File: src/logic/agc_cfg.svh
`ifndef AGC_CFG_SVH
`define AGC_CFG_SVH

// Data path geometry
`define AGC_LANES 4
`define AGC_IN_W 12
`define AGC_OUT_W 5

// Gain word formats
`define AGC_SCALE_W 17
`define AGC_OFFSET_W 16
`define AGC_SCALE_FRAC 14

// Measurement window of 2**bits cycles
`define AGC_WINDOW_BITS 6

// Loop targets and dead bands
`define AGC_TARGET_MS 16
`define AGC_MS_ERR 0
`define AGC_OFFSET_ERR 5

// Cutoffs
`define AGC_SCALE_MIN 300
`define AGC_SCALE_MAX 130000
`define AGC_OFFSET_LIM 1000

// Start gain and default steps
`define AGC_START_SCALE 1500
`define AGC_START_OFFSET 0
`define AGC_SCALE_STEP_RST 30
`define AGC_OFFSET_STEP_RST 25

`endif

File: src/logic/agc_pkg.sv
`default_nettype none
`include "agc_cfg.svh"

package agc_pkg;

    // Samples
    typedef logic signed [`AGC_IN_W-1:0]     in_sample_t;
    typedef logic signed [`AGC_OUT_W-1:0]    out_sample_t;
    typedef in_sample_t  [`AGC_LANES-1:0]    in_frame_t;   // Lane j at the low end upward
    typedef out_sample_t [`AGC_LANES-1:0]    out_frame_t;

    // Gain words
    typedef logic        [`AGC_SCALE_W-1:0]  scale_t;      // Unsigned fixed point
    typedef logic signed [`AGC_OFFSET_W-1:0] offset_t;

    // Window statistics and bus words
    typedef logic [23:0] stat_t;
    typedef logic [31:0] bus_word_t;
    typedef logic [7:0]  bus_addr_t;

    typedef enum logic [2:0] {
        LOOP_IDLE,
        LOOP_START,   // Kick off a window
        LOOP_POLL,    // Wait for done
        LOOP_READ,
        LOOP_CALC,
        LOOP_WRITE    // Staged gain then apply
    } loop_state_t;

endpackage

`default_nettype wire

File: src/logic/agc_bus_if.sv
`timescale 1ns/10ps
`default_nettype none

interface agc_bus_if;
    import agc_pkg::*;

    logic      cyc;
    logic      stb;
    logic      we;
    bus_addr_t adr;
    bus_word_t dat_w;   // Master to target
    bus_word_t dat_r;   // Target to master, valid with ack
    logic      ack;

    modport master (
        output cyc, stb, we, adr, dat_w,
        input  dat_r, ack
    );

    modport target (
        input  cyc, stb, we, adr, dat_w,
        output dat_r, ack
    );

endinterface

`default_nettype wire

File: src/logic/agc_loop.sv
`timescale 1ns/10ps
`default_nettype none
`include "agc_cfg.svh"

module agc_loop (
    input  wire                     aclk,
    input  wire                     wb_rst_i,
    input  wire                     wb_cyc_i,
    input  wire                     wb_stb_i,
    input  wire                     wb_we_i,
    input  wire agc_pkg::bus_addr_t wb_adr_i,
    input  wire agc_pkg::bus_word_t wb_dat_i,
    output agc_pkg::bus_word_t      wb_dat_o,
    output logic                    wb_ack_o,
    agc_bus_if.master               bus
);
    import agc_pkg::*;

    localparam bus_addr_t READ_MAP [5] = '{8'h04, 8'h08, 8'h0C, 8'h18, 8'h1C};

    loop_state_t state;
    logic [2:0]  idx;            // Access within a state
    logic        enable;
    scale_t      scale_step;
    offset_t     offset_step;
    stat_t       last_ms;
    scale_t      last_scale;
    offset_t     last_offset;
    bus_word_t   cycle_cnt;
    stat_t       rd_sum;
    stat_t       rd_pos;
    stat_t       rd_neg;
    scale_t      rd_scale;
    offset_t     rd_offset;
    stat_t       mean_sq;
    scale_t      next_scale;
    offset_t     next_offset;
    scale_t      calc_scale;
    offset_t     calc_offset;
    logic        op_valid;
    logic        op_we;
    bus_addr_t   op_adr;
    bus_word_t   op_dat;
    logic [1:0]  host_cnt;
    bus_word_t   host_rd;

    // Next internal bus access
    always_comb begin
        op_valid = 1'b1;
        op_we    = 1'b0;
        op_adr   = 8'h00;
        op_dat   = '0;
        case (state)
            LOOP_START: begin
                op_we  = 1'b1;
                op_dat = 32'h1;
            end
            LOOP_POLL: op_adr = 8'h00;
            LOOP_READ: op_adr = READ_MAP[idx];
            LOOP_WRITE: begin
                op_we = 1'b1;
                case (idx)
                    3'd0: begin
                        op_adr = 8'h10;
                        op_dat = bus_word_t'(calc_scale);
                    end
                    3'd1: begin
                        op_adr = 8'h14;
                        op_dat = bus_word_t'(calc_offset);
                    end
                    default: op_dat = 32'h2;   // Apply
                endcase
            end
            default: op_valid = 1'b0;
        endcase
    end

    ////////////////////////////////
    // Step rule
    ////////////////////////////////
    assign mean_sq = rd_sum >> (`AGC_WINDOW_BITS + 2);   // Per sample

    always_comb begin
        next_scale  = rd_scale;
        next_offset = rd_offset;
        if (mean_sq > `AGC_TARGET_MS + `AGC_MS_ERR) begin
            if (rd_scale > `AGC_SCALE_MIN) next_scale = rd_scale - scale_step;
        end else if (mean_sq < `AGC_TARGET_MS - `AGC_MS_ERR) begin
            if (rd_scale < `AGC_SCALE_MAX) next_scale = rd_scale + scale_step;
        end
        if (rd_pos > rd_neg + `AGC_OFFSET_ERR) begin
            if (rd_offset > -`AGC_OFFSET_LIM) next_offset = rd_offset - offset_step;
        end else if (rd_neg > rd_pos + `AGC_OFFSET_ERR) begin
            if (rd_offset < `AGC_OFFSET_LIM) next_offset = rd_offset + offset_step;
        end
    end

    ////////////////////////////////
    // Loop FSM and bus master
    ////////////////////////////////
    always_ff @(posedge aclk) begin
        if (wb_rst_i) begin
            state       <= LOOP_IDLE;
            idx         <= '0;
            bus.cyc     <= 1'b0;
            bus.stb     <= 1'b0;
            bus.we      <= 1'b0;
            last_ms     <= '0;
            last_scale  <= `AGC_START_SCALE;
            last_offset <= `AGC_START_OFFSET;
            cycle_cnt   <= '0;
        end else begin
            if (op_valid && !bus.cyc) begin
                bus.cyc   <= 1'b1;
                bus.stb   <= 1'b1;
                bus.we    <= op_we;
                bus.adr   <= op_adr;
                bus.dat_w <= op_dat;
            end else if (bus.cyc && bus.ack) begin   // Idle one cycle after ack
                bus.cyc <= 1'b0;
                bus.stb <= 1'b0;
                bus.we  <= 1'b0;
            end

            case (state)
                LOOP_IDLE: if (enable) state <= LOOP_START;
                LOOP_START: if (bus.ack) state <= LOOP_POLL;
                LOOP_POLL: begin
                    if (bus.ack && bus.dat_r[1]) begin   // Window done
                        state <= LOOP_READ;
                        idx   <= '0;
                    end
                end
                LOOP_READ: begin
                    if (bus.ack) begin
                        case (idx)
                            3'd0:    rd_sum    <= stat_t'(bus.dat_r);
                            3'd1:    rd_pos    <= stat_t'(bus.dat_r);
                            3'd2:    rd_neg    <= stat_t'(bus.dat_r);
                            3'd3:    rd_scale  <= scale_t'(bus.dat_r);
                            default: rd_offset <= offset_t'(bus.dat_r);
                        endcase
                        if (idx == 3'd4) begin
                            state <= LOOP_CALC;
                            idx   <= '0;
                        end else begin
                            idx <= idx + 1'b1;
                        end
                    end
                end
                LOOP_CALC: begin
                    calc_scale  <= next_scale;
                    calc_offset <= next_offset;
                    state       <= LOOP_WRITE;
                end
                LOOP_WRITE: begin
                    if (bus.ack) begin
                        if (idx == 3'd2) begin   // Apply acked, iteration over
                            last_ms     <= mean_sq;
                            last_scale  <= calc_scale;
                            last_offset <= calc_offset;
                            cycle_cnt   <= cycle_cnt + 1'b1;
                            idx         <= '0;
                            state       <= LOOP_IDLE;
                        end else begin
                            idx <= idx + 1'b1;
                        end
                    end
                end
                default: state <= LOOP_IDLE;
            endcase
        end
    end

    ////////////////////////////////
    // Host register target
    ////////////////////////////////
    always_comb begin
        case (wb_adr_i)
            8'h00:   host_rd = {31'd0, enable};
            8'h04:   host_rd = bus_word_t'(scale_step);
            8'h08:   host_rd = bus_word_t'(offset_step);
            8'h0C:   host_rd = bus_word_t'(last_ms);
            8'h10:   host_rd = bus_word_t'(last_scale);
            8'h14:   host_rd = bus_word_t'(last_offset);
            8'h18:   host_rd = cycle_cnt;
            default: host_rd = '0;
        endcase
    end

    // Ack on the third edge with cyc and stb
    always_ff @(posedge aclk) begin
        if (wb_rst_i) begin
            enable      <= 1'b1;
            scale_step  <= `AGC_SCALE_STEP_RST;
            offset_step <= `AGC_OFFSET_STEP_RST;
            host_cnt    <= '0;
            wb_ack_o    <= 1'b0;
        end else begin
            wb_ack_o <= 1'b0;
            if (wb_cyc_i && wb_stb_i) begin
                if (host_cnt == 2'd2) begin
                    host_cnt <= '0;
                    wb_ack_o <= 1'b1;
                    if (wb_we_i) begin
                        case (wb_adr_i)
                            8'h00: enable      <= wb_dat_i[0];
                            8'h04: scale_step  <= scale_t'(wb_dat_i);
                            8'h08: offset_step <= offset_t'(wb_dat_i);
                            default: ;   // Read only or unmapped
                        endcase
                    end
                end else begin
                    host_cnt <= host_cnt + 1'b1;
                end
            end else begin
                host_cnt <= '0;
            end
        end
    end

    always_ff @(posedge aclk) begin
        if (wb_cyc_i && wb_stb_i && host_cnt == 2'd2) wb_dat_o <= host_rd;
    end

endmodule

`default_nettype wire

File: src/logic/agc_monitor.sv
`timescale 1ns/10ps
`default_nettype none
`include "agc_cfg.svh"

module agc_monitor (
    input  wire                      aclk,
    input  wire                      wb_rst_i,
    input  wire agc_pkg::out_frame_t frame_i,
    agc_bus_if.target                bus,
    output agc_pkg::scale_t          scale_o,
    output agc_pkg::offset_t         offset_o
);
    import agc_pkg::*;

    scale_t    staged_scale;
    offset_t   staged_offset;
    logic      running;
    logic      done;
    logic [`AGC_WINDOW_BITS-1:0] win_cnt;
    stat_t     sum_sq;
    stat_t     pos_cnt;
    stat_t     neg_cnt;
    stat_t     lane_sq;
    stat_t     lane_pos;
    stat_t     lane_neg;
    bus_word_t rd_data;
    logic      req;
    logic      wr;
    logic      ctl_wr;

    assign req    = bus.cyc & bus.stb & ~bus.ack;          // New access
    assign wr     = bus.cyc & bus.stb & bus.ack & bus.we;  // Write commits with ack
    assign ctl_wr = wr & (bus.adr == 8'h00);

    function automatic stat_t lane_square(out_sample_t s);
        logic signed [2*`AGC_OUT_W-1:0] p;
        p = s * s;
        return stat_t'(p);
    endfunction

    // Per cycle contribution of one output frame
    always_comb begin
        lane_sq  = '0;
        lane_pos = '0;
        lane_neg = '0;
        for (int j = 0; j < `AGC_LANES; j++) begin
            lane_sq  = lane_sq + lane_square(frame_i[j]);
            lane_pos = lane_pos + (frame_i[j] > 0);
            lane_neg = lane_neg + (frame_i[j] < 0);
        end
    end

    ////////////////////////////////
    // Measurement window
    ////////////////////////////////
    always_ff @(posedge aclk) begin
        if (wb_rst_i) begin
            running <= 1'b0;
            done    <= 1'b0;
            win_cnt <= '0;
            sum_sq  <= '0;
            pos_cnt <= '0;
            neg_cnt <= '0;
        end else if (ctl_wr && bus.dat_w[0]) begin
            running <= 1'b1;
            done    <= 1'b0;
            win_cnt <= '0;
            sum_sq  <= '0;
            pos_cnt <= '0;
            neg_cnt <= '0;
        end else if (running) begin
            sum_sq  <= sum_sq + lane_sq;
            pos_cnt <= pos_cnt + lane_pos;
            neg_cnt <= neg_cnt + lane_neg;
            win_cnt <= win_cnt + 1'b1;
            if (&win_cnt) begin   // Last cycle of the window
                running <= 1'b0;
                done    <= 1'b1;
            end
        end
    end

    ////////////////////////////////
    // Staged and active gain
    ////////////////////////////////
    always_ff @(posedge aclk) begin
        if (wb_rst_i) begin
            staged_scale  <= `AGC_START_SCALE;
            staged_offset <= `AGC_START_OFFSET;
            scale_o       <= `AGC_START_SCALE;
            offset_o      <= `AGC_START_OFFSET;
        end else begin
            if (wr && bus.adr == 8'h10) staged_scale  <= scale_t'(bus.dat_w);
            if (wr && bus.adr == 8'h14) staged_offset <= offset_t'(bus.dat_w);
            if (ctl_wr && bus.dat_w[1]) begin   // Apply
                scale_o  <= staged_scale;
                offset_o <= staged_offset;
            end
        end
    end

    always_comb begin
        case (bus.adr)
            8'h00:   rd_data = {30'd0, done, running};
            8'h04:   rd_data = bus_word_t'(sum_sq);
            8'h08:   rd_data = bus_word_t'(pos_cnt);
            8'h0C:   rd_data = bus_word_t'(neg_cnt);
            8'h10:   rd_data = bus_word_t'(staged_scale);
            8'h14:   rd_data = bus_word_t'(staged_offset);   // Sign extended
            8'h18:   rd_data = bus_word_t'(scale_o);
            8'h1C:   rd_data = bus_word_t'(offset_o);
            default: rd_data = '0;
        endcase
    end

    // Single cycle ack, data lands with it
    always_ff @(posedge aclk) begin
        if (wb_rst_i) begin
            bus.ack <= 1'b0;
        end else begin
            bus.ack <= req;
        end
    end

    always_ff @(posedge aclk) begin
        if (req) bus.dat_r <= rd_data;
    end

endmodule

`default_nettype wire

File: src/logic/agc_scaler.sv
`timescale 1ns/10ps
`default_nettype none
`include "agc_cfg.svh"

module agc_scaler (
    input  wire                      aclk,
    input  wire                      wb_rst_i,
    input  wire agc_pkg::in_frame_t  frame_i,
    input  wire agc_pkg::scale_t     scale_i,
    input  wire agc_pkg::offset_t    offset_i,
    output agc_pkg::out_frame_t      frame_o
);
    import agc_pkg::*;

    localparam int SUM_W   = `AGC_OFFSET_W + 1;
    localparam int PROD_W  = SUM_W + `AGC_SCALE_W + 1;   // Scale gets a sign bit
    localparam int OUT_MAX = 2**(`AGC_OUT_W-1) - 1;
    localparam int OUT_MIN = -(2**(`AGC_OUT_W-1));

    // Offset, gain, floor shift and saturate for one lane
    function automatic out_sample_t scale_lane(in_sample_t s, scale_t g, offset_t o);
        logic signed [SUM_W-1:0]  sum;
        logic signed [PROD_W-1:0] prod;
        sum  = s + o;
        prod = sum * $signed({1'b0, g});
        prod = prod >>> `AGC_SCALE_FRAC;   // Arithmetic so it floors
        if (prod > OUT_MAX) begin
            return out_sample_t'(OUT_MAX);
        end else if (prod < OUT_MIN) begin
            return out_sample_t'(OUT_MIN);
        end
        return prod[`AGC_OUT_W-1:0];
    endfunction

    always_ff @(posedge aclk) begin
        if (wb_rst_i) begin
            frame_o <= '0;
        end else begin
            for (int j = 0; j < `AGC_LANES; j++) begin
                frame_o[j] <= scale_lane(frame_i[j], scale_i, offset_i);
            end
        end
    end

endmodule

`default_nettype wire

File: src/logic/sample_decimator.sv
`timescale 1ns/10ps
`default_nettype none
`include "agc_cfg.svh"

module sample_decimator (
    input  wire                              aclk,
    input  wire                              wb_rst_i,
    input  wire [2*`AGC_LANES*`AGC_IN_W-1:0] dat_i,     // Eight packed samples
    output agc_pkg::in_frame_t               frame_o
);

    // Half rate reduction, even samples only
    always_ff @(posedge aclk) begin
        if (wb_rst_i) begin
            frame_o <= '0;
        end else begin
            for (int k = 0; k < `AGC_LANES; k++) begin
                frame_o[k] <= dat_i[2*k*`AGC_IN_W +: `AGC_IN_W];   // Sample 2k to lane k
            end
        end
    end

endmodule

`default_nettype wire

File: src/logic/trigger_agc_top.sv
`timescale 1ns/10ps
`default_nettype none
`include "agc_cfg.svh"

module trigger_agc_top (
    input  wire                                aclk,
    input  wire                                wb_rst_i,
    input  wire [2*`AGC_LANES*`AGC_IN_W-1:0]   dat_i,
    output logic [`AGC_LANES*`AGC_OUT_W-1:0]   dat_o,      // Lane j at bits 5j upward
    input  wire                                wb_cyc_i,
    input  wire                                wb_stb_i,
    input  wire                                wb_we_i,
    input  wire [7:0]                          wb_adr_i,
    input  wire [31:0]                         wb_dat_i,
    output logic [31:0]                        wb_dat_o,
    output logic                               wb_ack_o
);
    import agc_pkg::*;

    in_frame_t  dec_frame;
    out_frame_t agc_frame;
    scale_t     act_scale;
    offset_t    act_offset;

    agc_bus_if agc_bus ();   // Loop to monitor

    sample_decimator u_decimator (
        .aclk     (aclk),
        .wb_rst_i (wb_rst_i),
        .dat_i    (dat_i),
        .frame_o  (dec_frame)
    );

    agc_scaler u_scaler (
        .aclk     (aclk),
        .wb_rst_i (wb_rst_i),
        .frame_i  (dec_frame),
        .scale_i  (act_scale),
        .offset_i (act_offset),
        .frame_o  (agc_frame)
    );

    agc_monitor u_monitor (
        .aclk     (aclk),
        .wb_rst_i (wb_rst_i),
        .frame_i  (agc_frame),
        .bus      (agc_bus.target),
        .scale_o  (act_scale),
        .offset_o (act_offset)
    );

    agc_loop u_loop (
        .aclk     (aclk),
        .wb_rst_i (wb_rst_i),
        .wb_cyc_i (wb_cyc_i),
        .wb_stb_i (wb_stb_i),
        .wb_we_i  (wb_we_i),
        .wb_adr_i (wb_adr_i),
        .wb_dat_i (wb_dat_i),
        .wb_dat_o (wb_dat_o),
        .wb_ack_o (wb_ack_o),
        .bus      (agc_bus.master)
    );

    assign dat_o = agc_frame;

endmodule

`default_nettype wire

File: config.mk
export PLATFORM = sky130hd
export DESIGN_NAME = trigger_agc_top
export DESIGN_NICKNAME = d
export VERILOG_FILES = /design/src/logic/agc_pkg.sv /design/src/logic/agc_bus_if.sv /design/src/logic/agc_loop.sv /design/src/logic/agc_monitor.sv /design/src/logic/agc_scaler.sv /design/src/logic/sample_decimator.sv /design/src/logic/trigger_agc_top.sv
export VERILOG_INCLUDE_DIRS = /design/src /design/src/logic
export SDC_FILE = /design/constraint.sdc
export NUM_CORES = 2
export LEC_CHECK = 0
export BUFFER_PORTS_ARGS = -buffer_cell sky130_fd_sc_hd__buf_2
export CORE_MARGIN = 3
export CORE_UTILIZATION = 55
export CTS_CLUSTER_SIZE = 40
export DETAILED_ROUTE_END_ITERATION = 7
export HOLD_SLACK_MARGIN = 0.12
export PLACE_DENSITY = 0.72
export SLEW_MARGIN = 40
export SYNTH_ARGS = -nofsm -noshare
export SYNTH_HDL_FRONTEND = slang
export SYNTH_SLANG_ARGS = --single-unit
File: constraint.sdc
create_clock -name aclk -period 28.2 [get_ports aclk]
set_input_delay 5.64 -clock aclk [delete_from_list [all_inputs] [get_ports aclk]]
set_output_delay 5.64 -clock aclk [all_outputs]
set_load 0.02 [all_outputs]
# After elaboration in Yosys (flattened, before gate mapping)
# Memory sizes are Yosys's and may differ from the RTL's.
# Cells that the tools add are included.
# word_totals
reg_bits	560
latch_bits	0
ram_bits	0
mem_bits_ro	64
input_bits	141
out_inout_bits	53
n_memories	1
# memory_table
memory	words	width	rd	rd_ports_with_merged_regs	wr	line_no	text
(no name shown)	8	8	1	0	0	agc_loop.sv:59	LOOP_READ: op_adr = READ_MAP[idx];
# classes
add_sub_neg	26
multipliers	8
div_mod_pow	0
magnitude_cmp	25
n_eq_ne	30
shift	0
muxes	63
n_bitwise	9
n_reduce_logical	37
# ops
cell	count
32-bit one-hot mux with 7 select lines	1
24-bit one-hot mux with 8 select lines	1
17-bit by 18-bit multiplier with 35-bit output	4
24-bit adder	5
24-bit by 1-bit adder with 24-bit output	4
21-bit by 5-bit greater-than comparator with 1-bit output (second input constant)	4
21-bit by 5-bit < comparator with 1-bit output (second input constant)	4
12-bit by 16-bit adder with 17-bit output	4
17-bit two-way mux	4
17-bit one-hot mux with 2 select lines	2
24-bit by 32-bit greater-than comparator with 1-bit output	2
16-bit two-way mux	4
5-bit two-way mux	12
8-bit by 5-bit equality test with 1-bit output (second input constant)	7
24-bit by 3-bit adder with 25-bit output (second input constant)	2
5-bit by 5-bit multiplier with 10-bit output	4
3-bit two-way mux	12
4-bit AND reduction	9
32-bit by 1-bit adder with 32-bit output (second input constant)	1
8-bit by 4-bit equality test with 1-bit output (second input constant)	4
1-bit two-way mux	21
5-bit by 1-bit greater-than comparator with 1-bit output (second input constant)	4
5-bit by 1-bit < comparator with 1-bit output (second input constant)	4
3-bit one-hot mux with 6 select lines	1
43 further kinds	78

# Depth between registers and ports, before layout
# logic_depth
depth_word	7
ltp_mapped	42

# Modules after synthesis
# From an unflattened synthesis, not the netlist that was laid out.
# unflattened
cells_unflattened	8074
hier_area_um2	72638.4
# modules_own_cells
mod	n_inst	cells_each	area_each_um2	seq_area_each_um2
agc_scaler	1	4809	41393.4	400.4
agc_loop	1	1733	17112.7	8017.7
agc_monitor	1	1431	12827.3	3693.5
sample_decimator	1	101	1305.0	960.9

# Least setup slack after synthesis
# No wires, ideal clock.
# synth_path
path_kind	flip-flop to flip-flop
from	register u_monitor.offset_o[0]
to	register u_scaler.frame_o[0] (netlist bit)
setup_time_ns	0.115
arrival_ns	9.994
t_required_ns	28.085
setup_slack_ns	18.092
path_stages_with_launch	40
n_path_buf	2
period_less_slack_ns	10.108
cell_sequence	dfxtp_1 > ha_1 > inv_1 > fa_1 > nor2b_1 > o21ai_0 > a21boi_0 > o21ai_0 > a21boi_0 > o21ai_0 > a21boi_0 > o21ai_0 > a21oi_1 > o2111ai_1 > a32oi_1 > clkbuf_1 > nor2_1 > fa_1 > (+4 left out) > fa_1 > fa_1 > inv_1 > fa_1 > inv_1 > ha_1 > buf_2 > a21oi_2 > o21ai_1 > or4b_1 > o21ai_2 > xnor2_1 > or4_1 > or4_1 > or4_1 > or3_1 > nor3b_1 > o21a_1
# synth_between
elab_chain_len	7
word_cells_on_any_way	9
# synth_lines
element	line_no	text
from (decl)	agc_monitor.sv:11	output agc_pkg::offset_t offset_o
from (signal assigned)	agc_monitor.sv:91	offset_o <= `AGC_START_OFFSET;
from (signal assigned)	agc_monitor.sv:97	offset_o <= staged_offset;
12-bit by 16-bit adder with 17-bit output (*)	agc_scaler.sv:24	sum = s + o;
17-bit by 18-bit multiplier with 35-bit output (*)	agc_scaler.sv:25	prod = sum * $signed({1'b0, g});
21-bit by 5-bit < comparator with 1-bit output	agc_scaler.sv:29	end else if (prod < OUT_MIN) begin
1-bit two-way mux	agc_scaler.sv:29	
1-bit two-way mux	agc_scaler.sv:27	if (prod > OUT_MAX) begin
1-bit two-way mux	agc_scaler.sv:36	if (wb_rst_i) begin
5-bit two-way mux (*)	agc_scaler.sv:32	return prod[`AGC_OUT_W-1:0];
to (signal, indexed assignment)	agc_scaler.sv:40	frame_o[j] <= scale_lane(frame_i[j], scale_i, offset_i);
to (decl)	agc_scaler.sv:11	output agc_pkg::out_frame_t frame_o
# Every way passes the cells marked *; elsewhere a longest branch is shown, timed or not. The select of a mux whose other input is x is not followed.
# A chain may end at the register's enable or synchronous reset.

# Worst setup path in the final report
# layout_path
from	register u_monitor.offset_o[1]
to	register u_scaler.frame_o[2] (netlist bit)
# The elaborated chain is that of the path after synthesis.

==> flow_summary.ini <==
[outcome]
status = complete, but fails checks
violations = design-rule violations

[power_and_ir_drop]
p_clk_share_pct = 16.0
max-vdd-ir-drop_v = 0.000316
p_per_area_nw_per_um2 = 70.1
power.switching_w = 0.00262
combPwrFrac_pct = 67.7
p_leak_nw = 37.8
p_int_w = 0.00295
p_seq_share_pct = 16.3
p_sw_share_pct = 47.0

[setup_path]
crit_family = compound AO/OA/AOI/OAI gates
startpoint_type = flop
crit_type = reg -> reg
timing.critical_path.buf_inv = 6
r2r_end = u_scaler.frame_o[2]$_SDFF_PP0_
worstPathMaxFanout = 17
crit_required_ns = 28.69
slowest_delay_ns = 0.64
worst_path_max_delay_cell = a2111oi_2
cp-end-kind = flop
crit_arrival_ns = 12.13
r2r_slack_ns = 16.56
r2r_start = u_monitor.offset_o[1]$_SDFFE_PP0P_
r2r_cells = 38

[cells_and_area]
stdcell_count = 10200
regArea_um2 = 13000
largest_register_ffs = 48
top_regs = u_decimator.frame_o: 48 flops, u_loop.cycle_cnt: 32 flops, u_loop.wb_dat_o: 32 flops
area_growth_pct = 6.58
finish.utilization_pct = 59.3
drive_above_1_share_pct = 6.32
fillCellCount = 11600
multi_input_area_um2 = 55200
final_cell_area_um2 = 79500
nNetsFinal = 10300
largest-register = u_decimator.frame_o

[timing]
period_needed_ns = 11.64
final_hold_viol_count = 0
worstMarginPinSlew_ns = 0.919
setup_tns_ns = 0
fin_skew_ns = 0.0343
rsz0062_at_grt = false
setup_viol = 0
hold_slack_ns = 0.420
max_freq_mhz = 85.9
maxSlewViolCount = 0
period_share_pct = 41.3
maxSlewHeadroom_pct = 38.7

[logic_synthesis]
synth_compound_area_share_pct = 10.5
netlist_instances = 8511
synth_seq_cells = 547
synth_top_area_share_pct = 27.0
netlist_area_um2 = 74600
netlist_top_cells_area = fa_1 (27%), ha_1 (13%), dfxtp_1 (9.2%)
synth_top_area_cell = fa_1
yosys.area_share.simple_pct = 18.9
synthFlopType = dfxtp_1
synthXorXnorAreaFrac_pct = 3.19
synth_top_family_by_area = adder cells
synth_edf_count = 206
synth_fa_ha_area_share_pct = 39.8
yosys-mux-area-fraction_pct = 1.08
yosys-top-cells-count = inv_1 (1370), nand2_1 (1188), fa_1 (1007), ha_1 (763), and2_1 (437)
avgSynthCellArea_um2 = 8.77
yosysWarnings = 0
syn_nets = 10400
async_flop_share_pct = 0
synth.most_common_cell = inv_1
ys_seq_area_share_pct = 17.4
synth_cell_types = 93

[min_path]
whs_endpoint = u_loop.host_cnt[0]$_SDFF_PP0_
hold_start = u_loop.host_cnt[0]$_SDFF_PP0_
min_path_type = reg -> reg
hold_depth = 1

[floorplan]
ios = 194
start_util_pct = 55.6
die_h_um = 374
placementRows = 134
core_area_um2 = 134000
dieArea_um2 = 140000
dieWidth_um = 374

[clock_tree]
cts-htree-levels = 3
cts_setup_buffers = 0
cts.sinks = 547
root_buffer = clkbuf_16
clk_latency_ns = 0.68
cts_tree = done
ctsHoldBuffers = 0
clk_pin_slew_ns = 0.06
cts_resized = 0
cts_buffers = 67
clockBufferDepth = 3

[routing]
wirelength_um = 201000
vias_per_cell = 5.84
wire_per_inst_um = 19.6
first_pass_iters = 8
dr_total_vias = 59900
drt-initial-drc-count = 4737
antenna_left = 0
drc = 15

[placed_design]
place_inst = 10100
port-buffer-count = 130
dpl-instance-area_um2 = 77200
gp_congestion = 0.931
hpwl_um = 152000

[global_route]
grt_remaining_overflow = 0
grt.total_usage_pct = 28.8
antenna_found_initial = 2
grt_pass1_wl_um = 324000
first_global_vias = 60900
grt_max_degree = 96

[job]
drv_cap = 0
==> power groups by stage <==
stage	clock network [W]	logic, W	registers, W
after floorplan	0	0.00293	0.000901
after global placement	0	0.00365	0.000925
after detailed placement	0	0.00374	0.000926
after CTS	0.000911	0.00378	0.000909
after global routing	0.000939	0.00437	0.000910
final	0.000893	0.00377	0.000908
==> area by class of cell <==
class | instances | share of cell area [%]
diodes | 3 | 0.00944
clock buffers | 81 | 2.24
clock inverters | 42 | 0.590
inverters | 1372 | 6.48
multi-input cells | 6179 | 69.5
flip-flops and latches | 547 | 16.4
well taps | 1768 | 2.78
repair buffers | 257 | 2.05
==> per-stage QoR <==
stage	power (W)	setup slack, ns
global route	0.00621	15.84
floorplan	0.00383	18.09
CTS	0.00560	16.58
detailed placement	0.00467	16.62
finish	0.00558	16.56
global placement	0.00457	16.85
==> worst max path at each step <==
stage,endpoint,slack (ns),cells after the start,start
floorplan,u_scaler.frame_o[0]$_SDFF_PP0_,18.09,39,u_monitor.offset_o[0]$_SDFFE_PP0P_
detailed placement,u_scaler.frame_o[2]$_SDFF_PP0_,16.62,38,u_monitor.offset_o[1]$_SDFFE_PP0P_
global placement,u_scaler.frame_o[2]$_SDFF_PP0_,16.85,38,u_monitor.offset_o[1]$_SDFFE_PP0P_
global route,u_scaler.frame_o[2]$_SDFF_PP0_,15.84,37,u_monitor.offset_o[1]$_SDFFE_PP0P_
CTS,u_scaler.frame_o[2]$_SDFF_PP0_,16.58,38,u_monitor.offset_o[1]$_SDFFE_PP0P_
finish,u_scaler.frame_o[2]$_SDFF_PP0_,16.56,38,u_monitor.offset_o[1]$_SDFFE_PP0P_
==> per-layer routing <==
layer / global-route usage (%) / up-vias / share of wire [%]
met5: 0 / - / 0
met4: 13.9 / 0 / 5.4
met3: 4.54 / 496 / 7.3
met2: 47.3 / 2175 / 47
met1: 37.2 / 29700 / 40
li1: - / 27500 / -
==> kinds of logic (layout without fill, tap and decap cells) <==
group | count (synthesis) | after routing
simple gates | 2908 | 2908
other cells | 2 | 5
mux | 67 | 67
compound gates | 1161 | 1161
flops | 547 | 547
buf+inv | 1785 | 1752
fa+ha+maj | 1770 | 1770
xor+xnor | 271 | 271
==> cell usage in the layout, fill, tap and decap left out, drive strengths merged, types with 122 or more instances in the layout <==
master / instances
a21oi: 355
inv: 1378
xnor2: 149
nand2: 1188
nor2: 353
edfxtp: 206
nand3: 213
and2: 438
fa: 1007
ha: 763
buf: 256
nor2b: 242
xor2: 122
dfxtp: 341
o21ai: 162
(Power assumes the default switching activity.)
